<file path="config.mk">
export PLATFORM = sky130hd
export DESIGN_NAME = aes_accel_top
export DESIGN_NICKNAME = d
export VERILOG_FILES = /design/src/aes_pkg.sv /design/src/aes_accel_top.sv /design/src/aes_stream_sink.sv /design/src/aes_add_round_key.sv /design/src/aes_stream_source.sv /design/src/aes_fsm.sv /design/src/aes_regfile.sv /design/src/aes_addr_counter.sv
export SDC_FILE = /design/constraint.sdc
export NUM_CORES = 1
export LEC_CHECK = 0
export BUFFER_PORTS_ARGS = -buffer_cell sky130_fd_sc_hd__buf_2
export CORE_MARGIN = 10
export CORE_UTILIZATION = 35
export DETAILED_ROUTE_END_ITERATION = 10
export GPL_ROUTABILITY_DRIVEN = 0
export GPL_TIMING_DRIVEN = 0
export PLACE_DENSITY = 0.48
export SYNTH_ARGS = -nofsm -noshare
export SYNTH_HDL_FRONTEND = slang
export SYNTH_HIERARCHICAL = 1
export SYNTH_SLANG_ARGS = --single-unit
</file>
<file path="constraint.sdc">
create_clock -name clk -period 10.9 [get_ports clk]
set_input_delay 1.09 -clock clk [delete_from_list [all_inputs] [get_ports clk]]
set_output_delay 1.09 -clock clk [all_outputs]
set_load 0.1 [all_outputs]
</file>
<file path="src/aes_pkg.sv">
package aes_pkg;

  // Bus and data widths
  typedef logic [31:0] addr_t;
  typedef logic [31:0] word_t;

  // Word k of a block sits at bits 32k upward
  typedef logic [127:0] block_t;

  typedef logic [3:0] reg_idx_t;

  // Job controller states
  typedef enum logic [1:0] {
    AES_IDLE,
    AES_STARTING,
    AES_WORKING,
    AES_FINISHED
  } aes_state_t;

  // Register map
  localparam reg_idx_t REG_SRC_BASE   = 4'd0;
  localparam reg_idx_t REG_DST_BASE   = 4'd1;
  localparam reg_idx_t REG_NUM_BLOCKS = 4'd2;
  localparam reg_idx_t REG_KEY0       = 4'd3;
  localparam reg_idx_t REG_KEY1       = 4'd4;
  localparam reg_idx_t REG_KEY2       = 4'd5;
  localparam reg_idx_t REG_KEY3       = 4'd6;
  localparam reg_idx_t REG_TRIGGER    = 4'd7;
  localparam reg_idx_t REG_STATUS     = 4'd8;

  // Memory words in one cipher block
  localparam int unsigned WORDS_PER_BLOCK = 4;

endpackage
</file>
<file path="src/aes_accel_top.sv">
module aes_accel_top #(
  parameter int unsigned CNT_W = 16
) (
  input  logic              clk,
  input  logic              reset_n,
  input  logic              cfg_we_i,
  input  aes_pkg::reg_idx_t cfg_addr_i,
  input  aes_pkg::word_t    cfg_wdata_i,
  output aes_pkg::word_t    cfg_rdata_o,
  output logic              rd_req_o,
  output aes_pkg::addr_t    rd_addr_o,
  input  aes_pkg::word_t    rd_data_i,
  output logic              wr_req_o,
  output aes_pkg::addr_t    wr_addr_o,
  output aes_pkg::word_t    wr_data_o,
  output logic              done_o
);

  logic             start;
  logic             busy;
  logic             stream_start;
  logic             engine_clear;
  logic             src_done;
  logic             snk_done;
  logic             eng_full;
  logic             take;
  logic             blk_valid;
  aes_pkg::block_t  blk_data;
  aes_pkg::block_t  eng_block;
  aes_pkg::addr_t   src_base;
  aes_pkg::addr_t   dst_base;
  logic [CNT_W-1:0] num_blocks;
  aes_pkg::block_t  key;

  aes_regfile #(.CNT_W(CNT_W)) i_regfile (
    .clk          (clk),
    .reset_n      (reset_n),
    .cfg_we_i     (cfg_we_i),
    .cfg_addr_i   (cfg_addr_i),
    .cfg_wdata_i  (cfg_wdata_i),
    .busy_i       (busy),
    .cfg_rdata_o  (cfg_rdata_o),
    .start_o      (start),
    .src_base_o   (src_base),
    .dst_base_o   (dst_base),
    .num_blocks_o (num_blocks),
    .key_o        (key)
  );

  aes_fsm i_fsm (
    .clk            (clk),
    .reset_n        (reset_n),
    .start_i        (start),
    .src_done_i     (src_done),
    .snk_done_i     (snk_done),
    .eng_full_i     (eng_full),
    .stream_start_o (stream_start),
    .engine_clear_o (engine_clear),
    .busy_o         (busy),
    .done_o         (done_o)
  );

  // Plaintext side
  aes_stream_source #(.CNT_W(CNT_W)) i_source (
    .clk          (clk),
    .reset_n      (reset_n),
    .start_i      (stream_start),
    .base_i       (src_base),
    .num_blocks_i (num_blocks),
    .rd_data_i    (rd_data_i),
    .hold_i       (eng_full),
    .rd_req_o     (rd_req_o),
    .rd_addr_o    (rd_addr_o),
    .blk_valid_o  (blk_valid),
    .blk_data_o   (blk_data),
    .done_o       (src_done)
  );

  aes_add_round_key i_engine (
    .clk         (clk),
    .reset_n     (reset_n),
    .clear_i     (engine_clear),
    .in_valid_i  (blk_valid),
    .in_block_i  (blk_data),
    .key_i       (key),
    .take_i      (take),
    .full_o      (eng_full),
    .out_block_o (eng_block)
  );

  // Ciphertext side
  aes_stream_sink #(.CNT_W(CNT_W)) i_sink (
    .clk          (clk),
    .reset_n      (reset_n),
    .start_i      (stream_start),
    .base_i       (dst_base),
    .num_blocks_i (num_blocks),
    .blk_full_i   (eng_full),
    .blk_data_i   (eng_block),
    .take_o       (take),
    .wr_req_o     (wr_req_o),
    .wr_addr_o    (wr_addr_o),
    .wr_data_o    (wr_data_o),
    .done_o       (snk_done)
  );

endmodule

</file>
<file path="src/aes_stream_sink.sv">
module aes_stream_sink #(
  parameter int unsigned CNT_W = 16
) (
  input  logic             clk,
  input  logic             reset_n,
  input  logic             start_i,
  input  aes_pkg::addr_t   base_i,
  input  logic [CNT_W-1:0] num_blocks_i,
  input  logic             blk_full_i,
  input  aes_pkg::block_t  blk_data_i,
  output logic             take_o,
  output logic             wr_req_o,
  output aes_pkg::addr_t   wr_addr_o,
  output aes_pkg::word_t   wr_data_o,
  output logic             done_o
);

  localparam logic [1:0] LAST_IDX = 2'(aes_pkg::WORDS_PER_BLOCK - 1);

  aes_pkg::addr_t  cnt_addr;
  logic [1:0]      cnt_idx;
  logic            cnt_done;
  logic            active_q;
  aes_pkg::block_t blk_q;

  aes_addr_counter #(
    .CNT_W (CNT_W)
  ) i_addr_counter (
    .clk          (clk),
    .reset_n      (reset_n),
    .load_i       (start_i),
    .base_i       (base_i),
    .num_blocks_i (num_blocks_i),
    .step_i       (wr_req_o),
    .addr_o       (cnt_addr),
    .word_idx_o   (cnt_idx),
    .done_o       (cnt_done)
  );

  // Take a new block only between bursts
  assign take_o    = !active_q && blk_full_i;
  assign wr_req_o  = active_q;
  assign wr_addr_o = cnt_addr;
  assign wr_data_o = blk_q[32*cnt_idx +: 32];
  assign done_o    = cnt_done && !active_q;

  always_ff @(posedge clk or negedge reset_n) begin
    if (!reset_n) begin
      active_q <= 1'b0;
    end else if (take_o) begin
      active_q <= 1'b1;
    end else if (active_q && (cnt_idx == LAST_IDX)) begin
      active_q <= 1'b0;
    end
  end

  always_ff @(posedge clk) begin
    if (take_o) begin
      blk_q <= blk_data_i;
    end
  end

endmodule

</file>
<file path="src/aes_add_round_key.sv">
module aes_add_round_key (
  input  logic            clk,
  input  logic            reset_n,
  input  logic            clear_i,
  input  logic            in_valid_i,
  input  aes_pkg::block_t in_block_i,
  input  aes_pkg::block_t key_i,
  input  logic            take_i,
  output logic            full_o,
  output aes_pkg::block_t out_block_o
);

  logic            full_q;
  aes_pkg::block_t res_q;

  // A load in the same cycle as a take keeps the entry occupied
  always_ff @(posedge clk or negedge reset_n) begin
    if (!reset_n) begin
      full_q <= 1'b0;
    end else if (clear_i) begin
      full_q <= 1'b0;
    end else if (in_valid_i) begin
      full_q <= 1'b1;
    end else if (take_i) begin
      full_q <= 1'b0;
    end
  end

  // AddRoundKey step
  always_ff @(posedge clk) begin
    if (in_valid_i) begin
      res_q <= in_block_i ^ key_i;
    end
  end

  assign full_o      = full_q;
  assign out_block_o = res_q;

  // Source back-pressure must keep a held result from being overwritten
  a_no_overwrite: assert property (@(posedge clk) disable iff (!reset_n)
    in_valid_i |-> (!full_o || take_i));

endmodule

</file>
<file path="src/aes_stream_source.sv">
module aes_stream_source #(
  parameter int unsigned CNT_W = 16
) (
  input  logic             clk,
  input  logic             reset_n,
  input  logic             start_i,
  input  aes_pkg::addr_t   base_i,
  input  logic [CNT_W-1:0] num_blocks_i,
  input  aes_pkg::word_t   rd_data_i,
  input  logic             hold_i,
  output logic             rd_req_o,
  output aes_pkg::addr_t   rd_addr_o,
  output logic             blk_valid_o,
  output aes_pkg::block_t  blk_data_o,
  output logic             done_o
);

  localparam logic [1:0] LAST_IDX = 2'(aes_pkg::WORDS_PER_BLOCK - 1);

  aes_pkg::addr_t  cnt_addr;
  logic [1:0]      cnt_idx;
  logic            cnt_done;
  logic            pending_q;
  logic [1:0]      pend_idx_q;
  logic            have_blk_q;
  aes_pkg::block_t blk_q;
  logic            last_in_flight;
  logic            stall;

  aes_addr_counter #(
    .CNT_W (CNT_W)
  ) i_addr_counter (
    .clk          (clk),
    .reset_n      (reset_n),
    .load_i       (start_i),
    .base_i       (base_i),
    .num_blocks_i (num_blocks_i),
    .step_i       (rd_req_o),
    .addr_o       (cnt_addr),
    .word_idx_o   (cnt_idx),
    .done_o       (cnt_done)
  );

  // A new block may only start once the previous one has left the buffer
  assign last_in_flight = pending_q && (pend_idx_q == LAST_IDX);
  assign stall          = (cnt_idx == '0) && (last_in_flight || (have_blk_q && hold_i));
  assign rd_req_o       = !cnt_done && !stall;
  assign rd_addr_o      = cnt_addr;
  assign blk_valid_o    = have_blk_q && !hold_i;
  assign blk_data_o     = blk_q;
  assign done_o         = cnt_done && !pending_q && !have_blk_q;

  always_ff @(posedge clk or negedge reset_n) begin
    if (!reset_n) begin
      pending_q  <= 1'b0;
      pend_idx_q <= '0;
      have_blk_q <= 1'b0;
    end else begin
      pending_q <= rd_req_o;
      if (rd_req_o) begin
        pend_idx_q <= cnt_idx;
      end
      if (last_in_flight) begin
        have_blk_q <= 1'b1;
      end else if (blk_valid_o) begin
        have_blk_q <= 1'b0;
      end
    end
  end

  // Read data lands one cycle after its request
  always_ff @(posedge clk) begin
    if (pending_q) begin
      blk_q[32*pend_idx_q +: 32] <= rd_data_i;
    end
  end

endmodule

</file>
<file path="src/aes_fsm.sv">
module aes_fsm (
  input  logic clk,
  input  logic reset_n,
  input  logic start_i,
  input  logic src_done_i,
  input  logic snk_done_i,
  input  logic eng_full_i,
  output logic stream_start_o,
  output logic engine_clear_o,
  output logic busy_o,
  output logic done_o
);

  aes_pkg::aes_state_t state_q;
  aes_pkg::aes_state_t state_d;
  logic                work_done;

  // Both streams drained and nothing left in the engine
  assign work_done = src_done_i && snk_done_i && !eng_full_i;

  always_ff @(posedge clk or negedge reset_n) begin
    if (!reset_n) begin
      state_q <= aes_pkg::AES_IDLE;
    end else begin
      state_q <= state_d;
    end
  end

  always_comb begin
    state_d = state_q;
    case (state_q)
      aes_pkg::AES_IDLE: begin
        if (start_i) begin
          state_d = aes_pkg::AES_STARTING;
        end
      end
      aes_pkg::AES_STARTING: state_d = aes_pkg::AES_WORKING;
      aes_pkg::AES_WORKING: begin
        if (work_done) begin
          state_d = aes_pkg::AES_FINISHED;
        end
      end
      aes_pkg::AES_FINISHED: state_d = aes_pkg::AES_IDLE;
      default: state_d = aes_pkg::AES_IDLE;
    endcase
  end

  // Outputs decoded from state only
  always_comb begin
    engine_clear_o = 1'b0;
    stream_start_o = 1'b0;
    done_o         = 1'b0;
    case (state_q)
      aes_pkg::AES_IDLE:     engine_clear_o = 1'b1;
      aes_pkg::AES_STARTING: stream_start_o = 1'b1;
      aes_pkg::AES_FINISHED: done_o         = 1'b1;
      default: begin
      end
    endcase
  end

  assign busy_o = (state_q != aes_pkg::AES_IDLE);

  // Streams are launched only after the previous job has fully drained
  a_start_when_drained: assert property (@(posedge clk) disable iff (!reset_n)
    stream_start_o |-> (src_done_i && snk_done_i && !eng_full_i));

endmodule

</file>
<file path="src/aes_regfile.sv">
module aes_regfile #(
  parameter int unsigned CNT_W = 16
) (
  input  logic              clk,
  input  logic              reset_n,
  input  logic              cfg_we_i,
  input  aes_pkg::reg_idx_t cfg_addr_i,
  input  aes_pkg::word_t    cfg_wdata_i,
  input  logic              busy_i,
  output aes_pkg::word_t    cfg_rdata_o,
  output logic              start_o,
  output aes_pkg::addr_t    src_base_o,
  output aes_pkg::addr_t    dst_base_o,
  output logic [CNT_W-1:0]  num_blocks_o,
  output aes_pkg::block_t   key_o
);

  aes_pkg::addr_t   src_base_q;
  aes_pkg::addr_t   dst_base_q;
  logic [CNT_W-1:0] num_blocks_q;
  aes_pkg::block_t  key_q;
  logic             cfg_wr;
  logic [1:0]       key_sel;

  // Configuration stays frozen while a job runs
  assign cfg_wr  = cfg_we_i && !busy_i;
  assign key_sel = 2'(cfg_addr_i - aes_pkg::REG_KEY0);
  assign start_o = cfg_wr && (cfg_addr_i == aes_pkg::REG_TRIGGER);

  always_ff @(posedge clk or negedge reset_n) begin
    if (!reset_n) begin
      src_base_q   <= '0;
      dst_base_q   <= '0;
      num_blocks_q <= '0;
      key_q        <= '0;
    end else if (cfg_wr) begin
      case (cfg_addr_i)
        aes_pkg::REG_SRC_BASE:   src_base_q   <= cfg_wdata_i;
        aes_pkg::REG_DST_BASE:   dst_base_q   <= cfg_wdata_i;
        aes_pkg::REG_NUM_BLOCKS: num_blocks_q <= cfg_wdata_i[CNT_W-1:0];
        aes_pkg::REG_KEY0, aes_pkg::REG_KEY1, aes_pkg::REG_KEY2, aes_pkg::REG_KEY3: begin
          key_q[32*key_sel +: 32] <= cfg_wdata_i;
        end
        default: begin
        end
      endcase
    end
  end

  // Host readback, trigger reads as zero
  always_comb begin
    cfg_rdata_o = '0;
    case (cfg_addr_i)
      aes_pkg::REG_SRC_BASE:   cfg_rdata_o = src_base_q;
      aes_pkg::REG_DST_BASE:   cfg_rdata_o = dst_base_q;
      aes_pkg::REG_NUM_BLOCKS: cfg_rdata_o = aes_pkg::word_t'(num_blocks_q);
      aes_pkg::REG_KEY0, aes_pkg::REG_KEY1, aes_pkg::REG_KEY2, aes_pkg::REG_KEY3: begin
        cfg_rdata_o = key_q[32*key_sel +: 32];
      end
      aes_pkg::REG_STATUS:     cfg_rdata_o = aes_pkg::word_t'(busy_i);
      default: begin
        cfg_rdata_o = '0;
      end
    endcase
  end

  assign src_base_o   = src_base_q;
  assign dst_base_o   = dst_base_q;
  assign num_blocks_o = num_blocks_q;
  assign key_o        = key_q;

endmodule

</file>
<file path="src/aes_addr_counter.sv">
module aes_addr_counter #(
  parameter int unsigned CNT_W = 16
) (
  input  logic             clk,
  input  logic             reset_n,
  input  logic             load_i,
  input  aes_pkg::addr_t   base_i,
  input  logic [CNT_W-1:0] num_blocks_i,
  input  logic             step_i,
  output aes_pkg::addr_t   addr_o,
  output logic [1:0]       word_idx_o,
  output logic             done_o
);

  aes_pkg::addr_t   addr_q;
  logic [CNT_W+1:0] remaining_q;
  logic [1:0]       idx_q;

  always_ff @(posedge clk or negedge reset_n) begin
    if (!reset_n) begin
      addr_q      <= '0;
      remaining_q <= '0;
      idx_q       <= '0;
    end else if (load_i) begin
      addr_q      <= base_i;
      remaining_q <= (CNT_W+2)'(num_blocks_i) * (CNT_W+2)'(aes_pkg::WORDS_PER_BLOCK);
      idx_q       <= '0;
    end else if (step_i) begin
      // One word is four bytes
      addr_q      <= addr_q + 32'd4;
      remaining_q <= remaining_q - 1'b1;
      idx_q       <= idx_q + 1'b1;
    end
  end

  assign addr_o     = addr_q;
  assign word_idx_o = idx_q;
  assign done_o     = (remaining_q == '0);

  // Streams must stop stepping once their transfer is complete
  a_no_step_when_done: assert property (@(posedge clk) disable iff (!reset_n)
    !(step_i && done_o));

endmodule

</file>
## Word-level counts from Yosys, hierarchy flattened

Cells that the tools add are included.

- Register bits after elaboration: 704
- Output and inout bits: 131
- Memories: 0
- Memory bits (writable): 0
- Word-level logic and storage cells: 117
- Latch bits: 0
- Input port bits: 71
- Memory bits (read-only): 0

- Add/subtract/negate cells: 9
- Muxes and demuxes: 28
- Magnitude comparators: 0
- Equality and inequality tests: 15
- Div/mod/pow operators: 0
- Reduce and logical (&&, ||, !) cells: 39
- Shifts and indexed selects: 6
- $mul: 0
- Bitwise logic cells: 1

Operators with widths:

| kind | number |
|---|---|
| bitwise mux 128 bit | 2 |
| variable shift 32 x 34 -> 128 bit, first input constant | 2 |
| variable part select 128 x 8 -> 32 bit | 2 |
| variable part select 32 x 34 -> 128 bit | 2 |
| case mux 32 bit (5 select lines) | 1 |
| two-way mux 32 bit | 4 |
| bitwise XOR 128 bit | 1 |
| two-way mux 18 bit | 4 |
| negator 7 -> 34 bit | 2 |
| adder 32 x 3 -> 32 bit, second input constant | 2 |
| logical NOT 18 bit | 2 |
| subtractor 18 x 1 -> 18 bit, second input constant | 2 |
| == test 4 x 3 -> 1 bit, second input constant | 4 |
| logical AND 1 bit | 14 |
| two-way mux 2 bit | 6 |
| two-way mux 1 bit | 10 |
| AND reduction 2 bit | 5 |
| nonzero test 2 bit | 5 |
| == test 2 bit, second input constant | 4 |
| == test 4 x 2 -> 1 bit, second input constant | 2 |
| case mux 2 bit (4 select lines) | 1 |
| logical NOT 1 bit | 7 |
| adder 2 x 1 -> 2 bit, second input constant | 2 |
| == test 4 x 1 -> 1 bit, second input constant | 1 |
| other kinds (9) | 11 |

## Depth between registers and ports, before layout

Gate-level depths: netlist (run 1).

- Word-level depth: 8
- Mapped depth: 10
- Depth with buffers taken out: 8

## Cells and area by module

The synthesis (run 1) kept the hierarchy.

Modules (own cells, without submodules):

| module | cells each | instances | area an instance (um2) |
|---|---|---|---|
| aes_regfile | 816 | 1 | 10,651.5 |
| aes_addr_counter | 318 | 2 | 2,952.8 |
| aes_stream_source | 301 | 1 | 5,093.6 |
| aes_add_round_key | 260 | 1 | 5,008.6 |
| aes_stream_sink | 173 | 1 | 4,713.3 |
| aes_fsm | 15 | 1 | 192.7 |

## Worst setup path before layout (run 1)

No wires, ideal clock.

- Path kind: reg2reg
- Start: reg i_sink.active_q (netlist: i_sink/wr_req_o)
- End: reg i_engine.full_q (netlist: i_engine/full_o)
- Arrival: 7.137 ns
- Setup slack: 3.631 ns
- Period minus slack after synthesis: 7.269 ns
- Data required time: 10.768 ns
- Buffers on the path: 0
- Cell stages (with the launch flop): 4
- Cell sequence: dfrtp_1 nor2b_1 nand2b_1 a21oi_2

- Cells in the longest elaborated chain, start to end: 3

Ends and longest elaborated chain:

| what | RTL line | source |
|---|---|---|
| start: declaration | aes_stream_sink.sv:23 | `logic active_q;` |
| start signal: assignment | aes_stream_sink.sv:49 | `active_q <= 1'b0;` |
| start signal: assignment | aes_stream_sink.sv:51 | `active_q <= 1'b1;` |
| start signal: assignment | aes_stream_sink.sv:53 | `active_q <= 1'b0;` |
| logical NOT 1 bit | aes_stream_sink.sv:41 | `assign take_o = !active_q && blk_full_i;` |
| logical AND 1 bit | aes_stream_sink.sv:41 |  |
| via take | aes_accel_top.sv:26 | `logic take;` |
| nonzero test 3 bit (no source line) | -- |  |
| end signal: assignment | aes_add_round_key.sv:19 | `full_q <= 1'b0;` |
| end signal: assignment | aes_add_round_key.sv:21 | `full_q <= 1'b0;` |
| end signal: assignment | aes_add_round_key.sv:23 | `full_q <= 1'b1;` |
| end: declaration | aes_add_round_key.sv:13 | `logic full_q;` |

The timed path passes the listed nets, and every way through them passes these cells.
A chain may end at the register's enable or synchronous reset.

## Final worst setup path (run 1)

- Start: in cfg_addr_i[0]
- End: out cfg_rdata_o[17]

- Cells in the longest elaborated chain, start to end: 3
- Elaborated cells on any way between the ends: 12
- Classes of those cells: 1 x add/sub; 7 x eq/ne; 1 x shift; 1 x mux; 2 x reduce/logical

Ends and longest elaborated chain:

| what | RTL line | source |
|---|---|---|
| start: declaration | aes_accel_top.sv:7 | `input aes_pkg::reg_idx_t cfg_addr_i,` |
| subtractor 2 bit (tied with other cells) | aes_regfile.sv:27 | `assign key_sel = 2'(cfg_addr_i - aes_pkg::REG_KEY0);` |
| variable part select 128 x 8 -> 32 bit or OR reduction 4 bit (tied branches) | aes_regfile.sv:58, aes_regfile.sv:53 |  |
| case mux 32 bit (5 select lines) * | aes_regfile.sv:53 | `case (cfg_addr_i)` |
| end: declaration | aes_accel_top.sv:9 | `output aes_pkg::word_t cfg_rdata_o,` |

Mark *: on every way between the ends. The rest lies on a longest branch, timed or not.

==> out/metrics.csv, run 1 <==
metric,value,unit
p_seq_share,39.2,%
crit_chain,buf_2 -> buf_2 -> buf_2 -> inv_1 -> ha_1 -> clkbuf_1 -> clkbuf_1 -> mux4_2 -> inv_1 -> o21ai_0 -> buf_2,
placed_cell_area,0.03444,mm^2
start_util,35.18,%
cp.arrival,5.63,ns
syn_inst,2201,
cts-resized-gates,0,
drive_gt1_share,27.72,%
path_buf_inv,8,
critPathMaxStageDelay,1.00,ns
clock_latency,0.64,ns
cts_root_buf,clkbuf_16,
skew,0.02874,ns
cts_setup_buffers,0,
static-leakage-power,15.11,nW
slew_violations,0,
cp_max_fo,10,
core_area,0.08974,mm^2
switchingPower,4.982,mW
fmax,148.9,MHz
synth_area_leaders,"edfxtp_1 37%, dfrtp_1 25%, mux4_2 4.4%",
ys_ff_latch,704,
synthMuxAreaShare,13.35,%
r2r_slack,7.36,ns
nFillCells,8338,
holdBufCountCts,0,
finalCritPeriodShare,61.61,%
yosys_warnings,6,
critPathRequiredTime,9.81,ns
drt_wl_total,101.2,mm
num_rows,110,
synth_top_family_by_area,multiplexers,
io_pins,202,
synth_ff_type,edfxtp_1,
avgViaCountPerCell,5.249,
worst-setup-path-type,in -> out,
synth.cell_area,0.03157,mm^2
drc,0,
endpoint_kind,output port,
cts_buffers,80,
yosys.area_share.xor_xnor,5.050,%
synth_compound_area_share,4.436,%
port_buffers,199,
power_frac_comb,37.3,%
hold_ws,0.4071,ns
synth_edf_count,384,
chipHeight,320.3,um
start_kind,input pin,
grt_max_degree,107,
htree_num_levels,3,
maxCapViolations,0,
powerDensity,312.6,mW/mm^2
slew_headroom,14.65,%
power_frac_clock,23.6,%
async_reset_ff_share,45.45,%
fin_tns_setup,0,ns
clock_sinks,704,
wl_per_cell,27.02,um
clk_pin_slew,0.05,ns
dp_hpwl,72.20,mm
grt_pass1_vias,20271,
first_pass_iters,7,
reg2reg_depth,9,
path_common_cell,buf_2,
synth-seq-area-share,61.90,%
worst_slew_pin_slew,1.280,ns
overflow,0,
rsz0062_at_grt,false,
syn-num-nets,2293,
synth_fa_ha_area_share,0.8324,%
final_area,0.03714,mm^2
synth_cell_types,73,
synthSimpleGateAreaFrac,11.36,%
swShare,42.91,%
num-nets-final,2590,
status,completed,
synth_top_area_cell,edfxtp_1,
cts_tree,built,
drt_iter0_markers,1574,
fp.dieW,320.3,um
fin_util,41.39,%
internal-power,6.629,mW
cp_top_family,buffers and inverters,
r2r-end,i_source/i_addr_counter/addr_o[19],
startpoint,cfg_addr_i[0],
via_count,19662,
setup_viol,0,
worstReg2RegStart,i_source/i_addr_counter/remaining_q[9],
grt_pass1_wl,144.7,mm
period_minus_slack,6.715,ns
grtUsageTotal,19.42,%
finalHoldViolations,0,
antenna_found_initial,17,
syn_to_final_growth,17.66,%
yosysTopAreaCellShare,36.53,%
cts_max_path_buffers,3,
ir_worst_vdd,0.2672,mV
design.die.area,0.1026,mm^2
avgSynthCellArea,14.34,um^2
cpMaxStageDelayCell,clkbuf_1,
ant_nets,0,
hp-class,in -> async,
[layout by cell type, fill, tap and decap left out, types with 64 or more instances in the layout]
| master | count |
|---|---|
| edfxtp_1 | 384 |
| dfrtp_1 | 320 |
| buf_2 | 219 |
| xor2_1 | 156 |
| nor2_1 | 148 |
| nand2_1 | 124 |
| and2_1 | 115 |
| mux2_4 | 91 |
| mux2_2 | 89 |
| clkbuf_16 | 80 |
| o21ai_0 | 70 |
| inv_1 | 64 |
[worst reg2reg max path, cell delays in order, from the launching register on]
cell,delay [ns]
dfrtp_1,0.44
nor4_2,0.40
nand3_1,0.20
nor4b_2,0.84
a21oi_1,0.41
buf_4,0.33
nand4_1,0.23
nor4_1,0.12
mux2i_1,0.14
a311o_1,0.34
[cell families (layout without fill, tap and decap cells)]
kind of cell	after synthesis	count (layout)
AOI/OAI and AO/OA	207	207
muxes	283	283
DFF	704	704
other	0	5
buffers and inverters	179	543
xor gates and xnor gates	182	182
and+or+nand+nor	625	625
adders and majority gates	21	21
[power groups by stage]
stage	sequential, mW	clock [mW]	combinational [mW]
floorplan	5.19	0	2.36
global placement	4.66	0	4.23
detailed placement	4.60	0	4.37
CTS	4.55	2.80	4.38
global route	4.64	2.90	4.57
finish	4.55	2.74	4.33
[worst max path at each step]
| stage | slack (ns) | cells past startpoint | to |
|---|---|---|---|
| 6_report | 4.18 | 11 | cfg_rdata_o[17] |
| 5_1_grt | 4.00 | 11 | cfg_rdata_o[17] |
| 4_1_cts | 4.14 | 11 | cfg_rdata_o[17] |
| 3_5_place_dp | 4.13 | 11 | cfg_rdata_o[17] |
| 3_3_place_gp | 0.36 | 3 | i_engine/full_o |
| 2_1_floorplan | 3.63 | 3 | i_engine/full_o |
[area by class of cell]
type	instances	area (um^2)	area share, %
Sequential cell	704	19540	52.61
Inverter	66	247.7	0.6670
Tap cell	1176	1471	3.962
Antenna cell	5	12.51	0.03369
Buffer	113	724.4	1.951
Timing Repair Buffer	215	1379	3.712
Clock buffer	101	2171	5.845
Multi-Input combinational cell	1318	11080	29.84
Clock inverter	48	514.2	1.385
[state kept, by name, summed over array words and instances (netlist names), 16 cells and up]
signal,flops
i_engine/out_block_o,128
i_regfile/dst_base_o,32
i_regfile/key_o,128
i_regfile/num_blocks_o,16
i_regfile/src_base_o,32
i_sink/blk_q,128
i_sink/i_addr_counter/addr_o,32
i_sink/i_addr_counter/remaining_q,18
i_source/blk_data_o,128
i_source/i_addr_counter/addr_o,32
i_source/i_addr_counter/remaining_q,18
[layer usage]
layer  vias up  track usage, %  wire [um]
met3       160           4.068       6565
met1     10255           25.45      43020
met2       605           31.75      48200
met5         -               0        127
met4        16           6.513       3316
li1       8626               -          -
[stage by stage]
step                power, mW  setup slack, ns  std cells
floorplan               7.551            3.631       2201
global placement        8.886           0.3600       3576
detailed placement      8.964            4.135       3592
CTS                     11.73            4.138       3741
global route            12.12            3.999       3741
finish                  11.61            4.185       3746
[cell usage after synthesis (7+ instances only)]
cell / instances
edfxtp_1: 384
dfrtp_1: 320
xor2_1: 156
nor2_1: 148
nand2_1: 124
and2_1: 119
mux2_4: 91
mux2_2: 89
o21ai_0: 70
inv_1: 64
mux4_2: 61
clkbuf_1: 50
mux2i_1: 38
nand2b_1: 36
a31oi_1: 33
or4_1: 32
o31ai_1: 28
nand4_1: 26
xnor2_1: 26
nand3_1: 25
buf_2: 21
ha_1: 21
a22oi_1: 18
buf_6: 18
a222oi_1: 15
nor3_1: 15
o2bb2ai_1: 15
and3_1: 12
and2_4: 10
clkbuf_2: 9
or3_1: 9
buf_4: 8
nor4_2: 8
nor3b_1: 7
Note: power is estimated with default switching activity, not from simulation.
==> run 2: changes to the inputs <==
--- a/config.mk
+++ b/config.mk
@@ -5,6 +5,7 @@
 export SDC_FILE = /design/constraint.sdc
 export NUM_CORES = 1
 export LEC_CHECK = 0
+export ABC_AREA = 1
 export BUFFER_PORTS_ARGS = -buffer_cell sky130_fd_sc_hd__buf_2
 export CORE_MARGIN = 10
 export CORE_UTILIZATION = 35
==> constraint.sdc (replaced) <==
create_clock -name clk -period 6.98 [get_ports clk]
set_input_delay 0.698 -clock clk [delete_from_list [all_inputs] [get_ports clk]]
set_output_delay 0.698 -clock clk [all_outputs]
set_load 0.1 [all_outputs]
==> out/metrics.csv, run 2 <==
metric,value,unit,change
status,completed,,
place_inst,5081,,+41%
synth-seq-area-share,59.09,%,-2.8 points
grt_pass1_vias,25546,,+26%
first_pass_iters,5,,-2
synth_ff_type,edfxtp_1,,
synth_top_family_by_area,simple AND/OR/NAND/NOR gates,,
design.die.area,0.1072,mm^2,+4.5%
ir_worst_vdd,0.4934,mV,+85%
skew,0.02601,ns,-0.002729 ns
start_util,35.37,%,+0.20 points
powerDensity,476.7,mW/mm^2,+52%
worst_slew_pin_slew,1.115,ns,-0.1650 ns
finalCritPeriodShare,67.87,%,
drive_gt1_share,12.43,%,-15 points
synth_fa_ha_area_share,0.7947,%,-0.038 points
cts_setup_buffers,0,,unchanged
grt_pass1_wl,177.8,mm,+23%
syn_to_final_growth,16.54,%,
avgViaCountPerCell,5.042,,-3.9%
antenna_found_initial,16,,-1
start_kind,input pin,,
setup_viol,0,,unchanged
rsz0062_at_grt,false,,
chipHeight,327.4,um,+2.2%
synth_top_area_cell,edfxtp_1,,
cts-resized-gates,0,,unchanged
synthMuxAreaShare,0,%,-13 points
layout_commonest_cell,nand2_1,,
hold_ws,0.05027,ns,-0.3568 ns
wl_per_cell,23.45,um,-13%
period_minus_slack,4.737,ns,
instances_no_fill,5232,,+40%
drt_wl_total,122.7,mm,+21%
syn_inst,3614,,+64%
holdBufCountCts,0,,unchanged
cts_buffers,81,,+1.3%
grtUsageTotal,22.48,%,+3.1 points
grt_max_degree,98,,-8.4%
nFillCells,9423,,+13%
num_rows,112,,+1.8%
dp_hpwl,92.29,mm,+28%
worst-setup-path-type,in -> out,,
clock_sinks,704,,unchanged
drt_iter0_markers,2592,,+65%
synth.cell_area,0.03306,mm^2,+4.7%
synthSimpleGateAreaFrac,24.99,%,+14 points
synth_area_leaders,"edfxtp_1 35%, dfrtp_1 24%, nand2_1 14%",,
syn-num-nets,3706,,+62%
fmax,211.1,MHz,
fin_tns_setup,0,ns,unchanged
async_reset_ff_share,45.45,%,unchanged
slew_headroom,25.65,%,+11 points
clock_latency,0.63,ns,about the same
synth.most_common_cell,nand2_1,,
drc,0,,unchanged
via_count,26380,,+34%
ant_nets,0,,unchanged
fp.dieW,327.4,um,+2.2%
maxCapViolations,0,,unchanged
hp-class,in -> async,,
overflow,0,,unchanged
port_buffers,201,,+1.0%
cp.arrival,4.04,ns,-1.59 ns
endpoint_kind,output port,,
synth.cells.most_frequent,"1,253 x nand2_1, 384 x edfxtp_1, 338 x nor2_1, 321 x inv_1, 320 x dfrtp_1",,
core_area,0.09347,mm^2,+4.2%
worstReg2RegStart,i_source/i_addr_counter/remaining_q[0],,
io_pins,202,,unchanged
critPathRequiredTime,6.28,ns,-3.53 ns
startpoint,cfg_addr_i[0],,
synth_cell_types,36,,-51%
mostFrequentLayoutCells,"1,253 x nand2_1, 384 x edfxtp_1, 337 x nor2_1",,
yosys.area_share.xor_xnor,4.503,%,-0.55 points
clk_pin_slew,0.05,ns,about the same
avgSynthCellArea,9.149,um^2,-36%
cts_max_path_buffers,3,,unchanged
num-nets-final,4002,,+55%
static-leakage-power,17.68,nW,+17%
cts_root_buf,clkbuf_16,,
synth_edf_count,384,,unchanged
slew_violations,0,,unchanged
cts_tree,built,,
yosys_warnings,6,,unchanged
ys_ff_latch,704,,unchanged
synth_compound_area_share,4.121,%,-0.31 points
htree_num_levels,3,,unchanged
finalHoldViolations,0,,unchanged
cp_max_fo,10,,unchanged
yosysTopAreaCellShare,34.87,%,-1.7 points
run 2: logic make-up after synthesis:
family,Yosys count
buffers and inverters,502
XOR/XNOR,170
AO/OA/AOI/OAI,231
flip-flops,704
adder cells (fa/ha/maj),21
AND/OR/NAND/NOR,1986
run 2: final cells by class:
type / instances / area [um^2] / area share, %
Clock inverter: 22 / 237.7 / 0.6170
Inverter: 331 / 1249 / 3.241
Tap cell: 1254 / 1569 / 4.072
Antenna cell: 5 / 12.51 / 0.03247
Buffer: 171 / 905.9 / 2.351
Multi-Input combinational cell: 2408 / 11380 / 29.54
Clock buffer: 124 / 2342 / 6.079
Sequential cell: 704 / 19540 / 50.71
Timing Repair Buffer: 213 / 1294 / 3.358
run 2: routing by layer:
metal  global-route usage, %  wire length, um  part of all wire, %
met1                   31.82            55390                   45
met2                   33.72            53200                   43
met3                   4.380             9632                  7.9
met4                   8.373             4408                  3.6
met5                       0               55                0.045
run 2: worst paths after layout:
check	slack [ns]	cells past startpoint	to
worst min register to register	0.40	0	i_sink/blk_q[46]
worst max-delay path	2.24	11	cfg_rdata_o[26]
max in group asynchronous	5.19	4	i_regfile/key_o[29]
worst min-delay path	0.05	1	i_sink/i_addr_counter/remaining_q[2]
worst max register to register	3.68	13	i_source/i_addr_counter/addr_o[4]
min in group clk	0.34	3	i_regfile/key_o[9]
run 2: through the flow:
step	setup WS (ns)	instance area (um^2)	total power, mW	util, %
after floorplan	0.4764	33060	11.62	-
after CTS	2.416	38520	18.49	41.21
after detailed placement	2.431	35940	14.28	38.45
after global routing	2.200	38530	19.26	41.22
final	2.243	38530	18.37	41.22
after global placement	-3.157	35640	14.21	38.13
run 2: power breakdown:
group,switching [mW],total [mW],leakage (nW),internal (mW)
sequential,1.06,6.96,7.88,5.90
clock,1.73,4.19,1.24,2.46
combinational,5.68,7.22,8.56,1.54
total,8.47,18.4,17.7,9.90
run 2: worst max-delay path: stages:
cell	delay, ns
buf_2	0.22
inv_1	0.17
ha_1	0.44
nand2_1	0.24
inv_1	0.22
clkbuf_1	0.77
nand2_1	0.12
nand4_1	0.21
nand2_1	0.17
nand2_1	0.28
buf_2	0.49
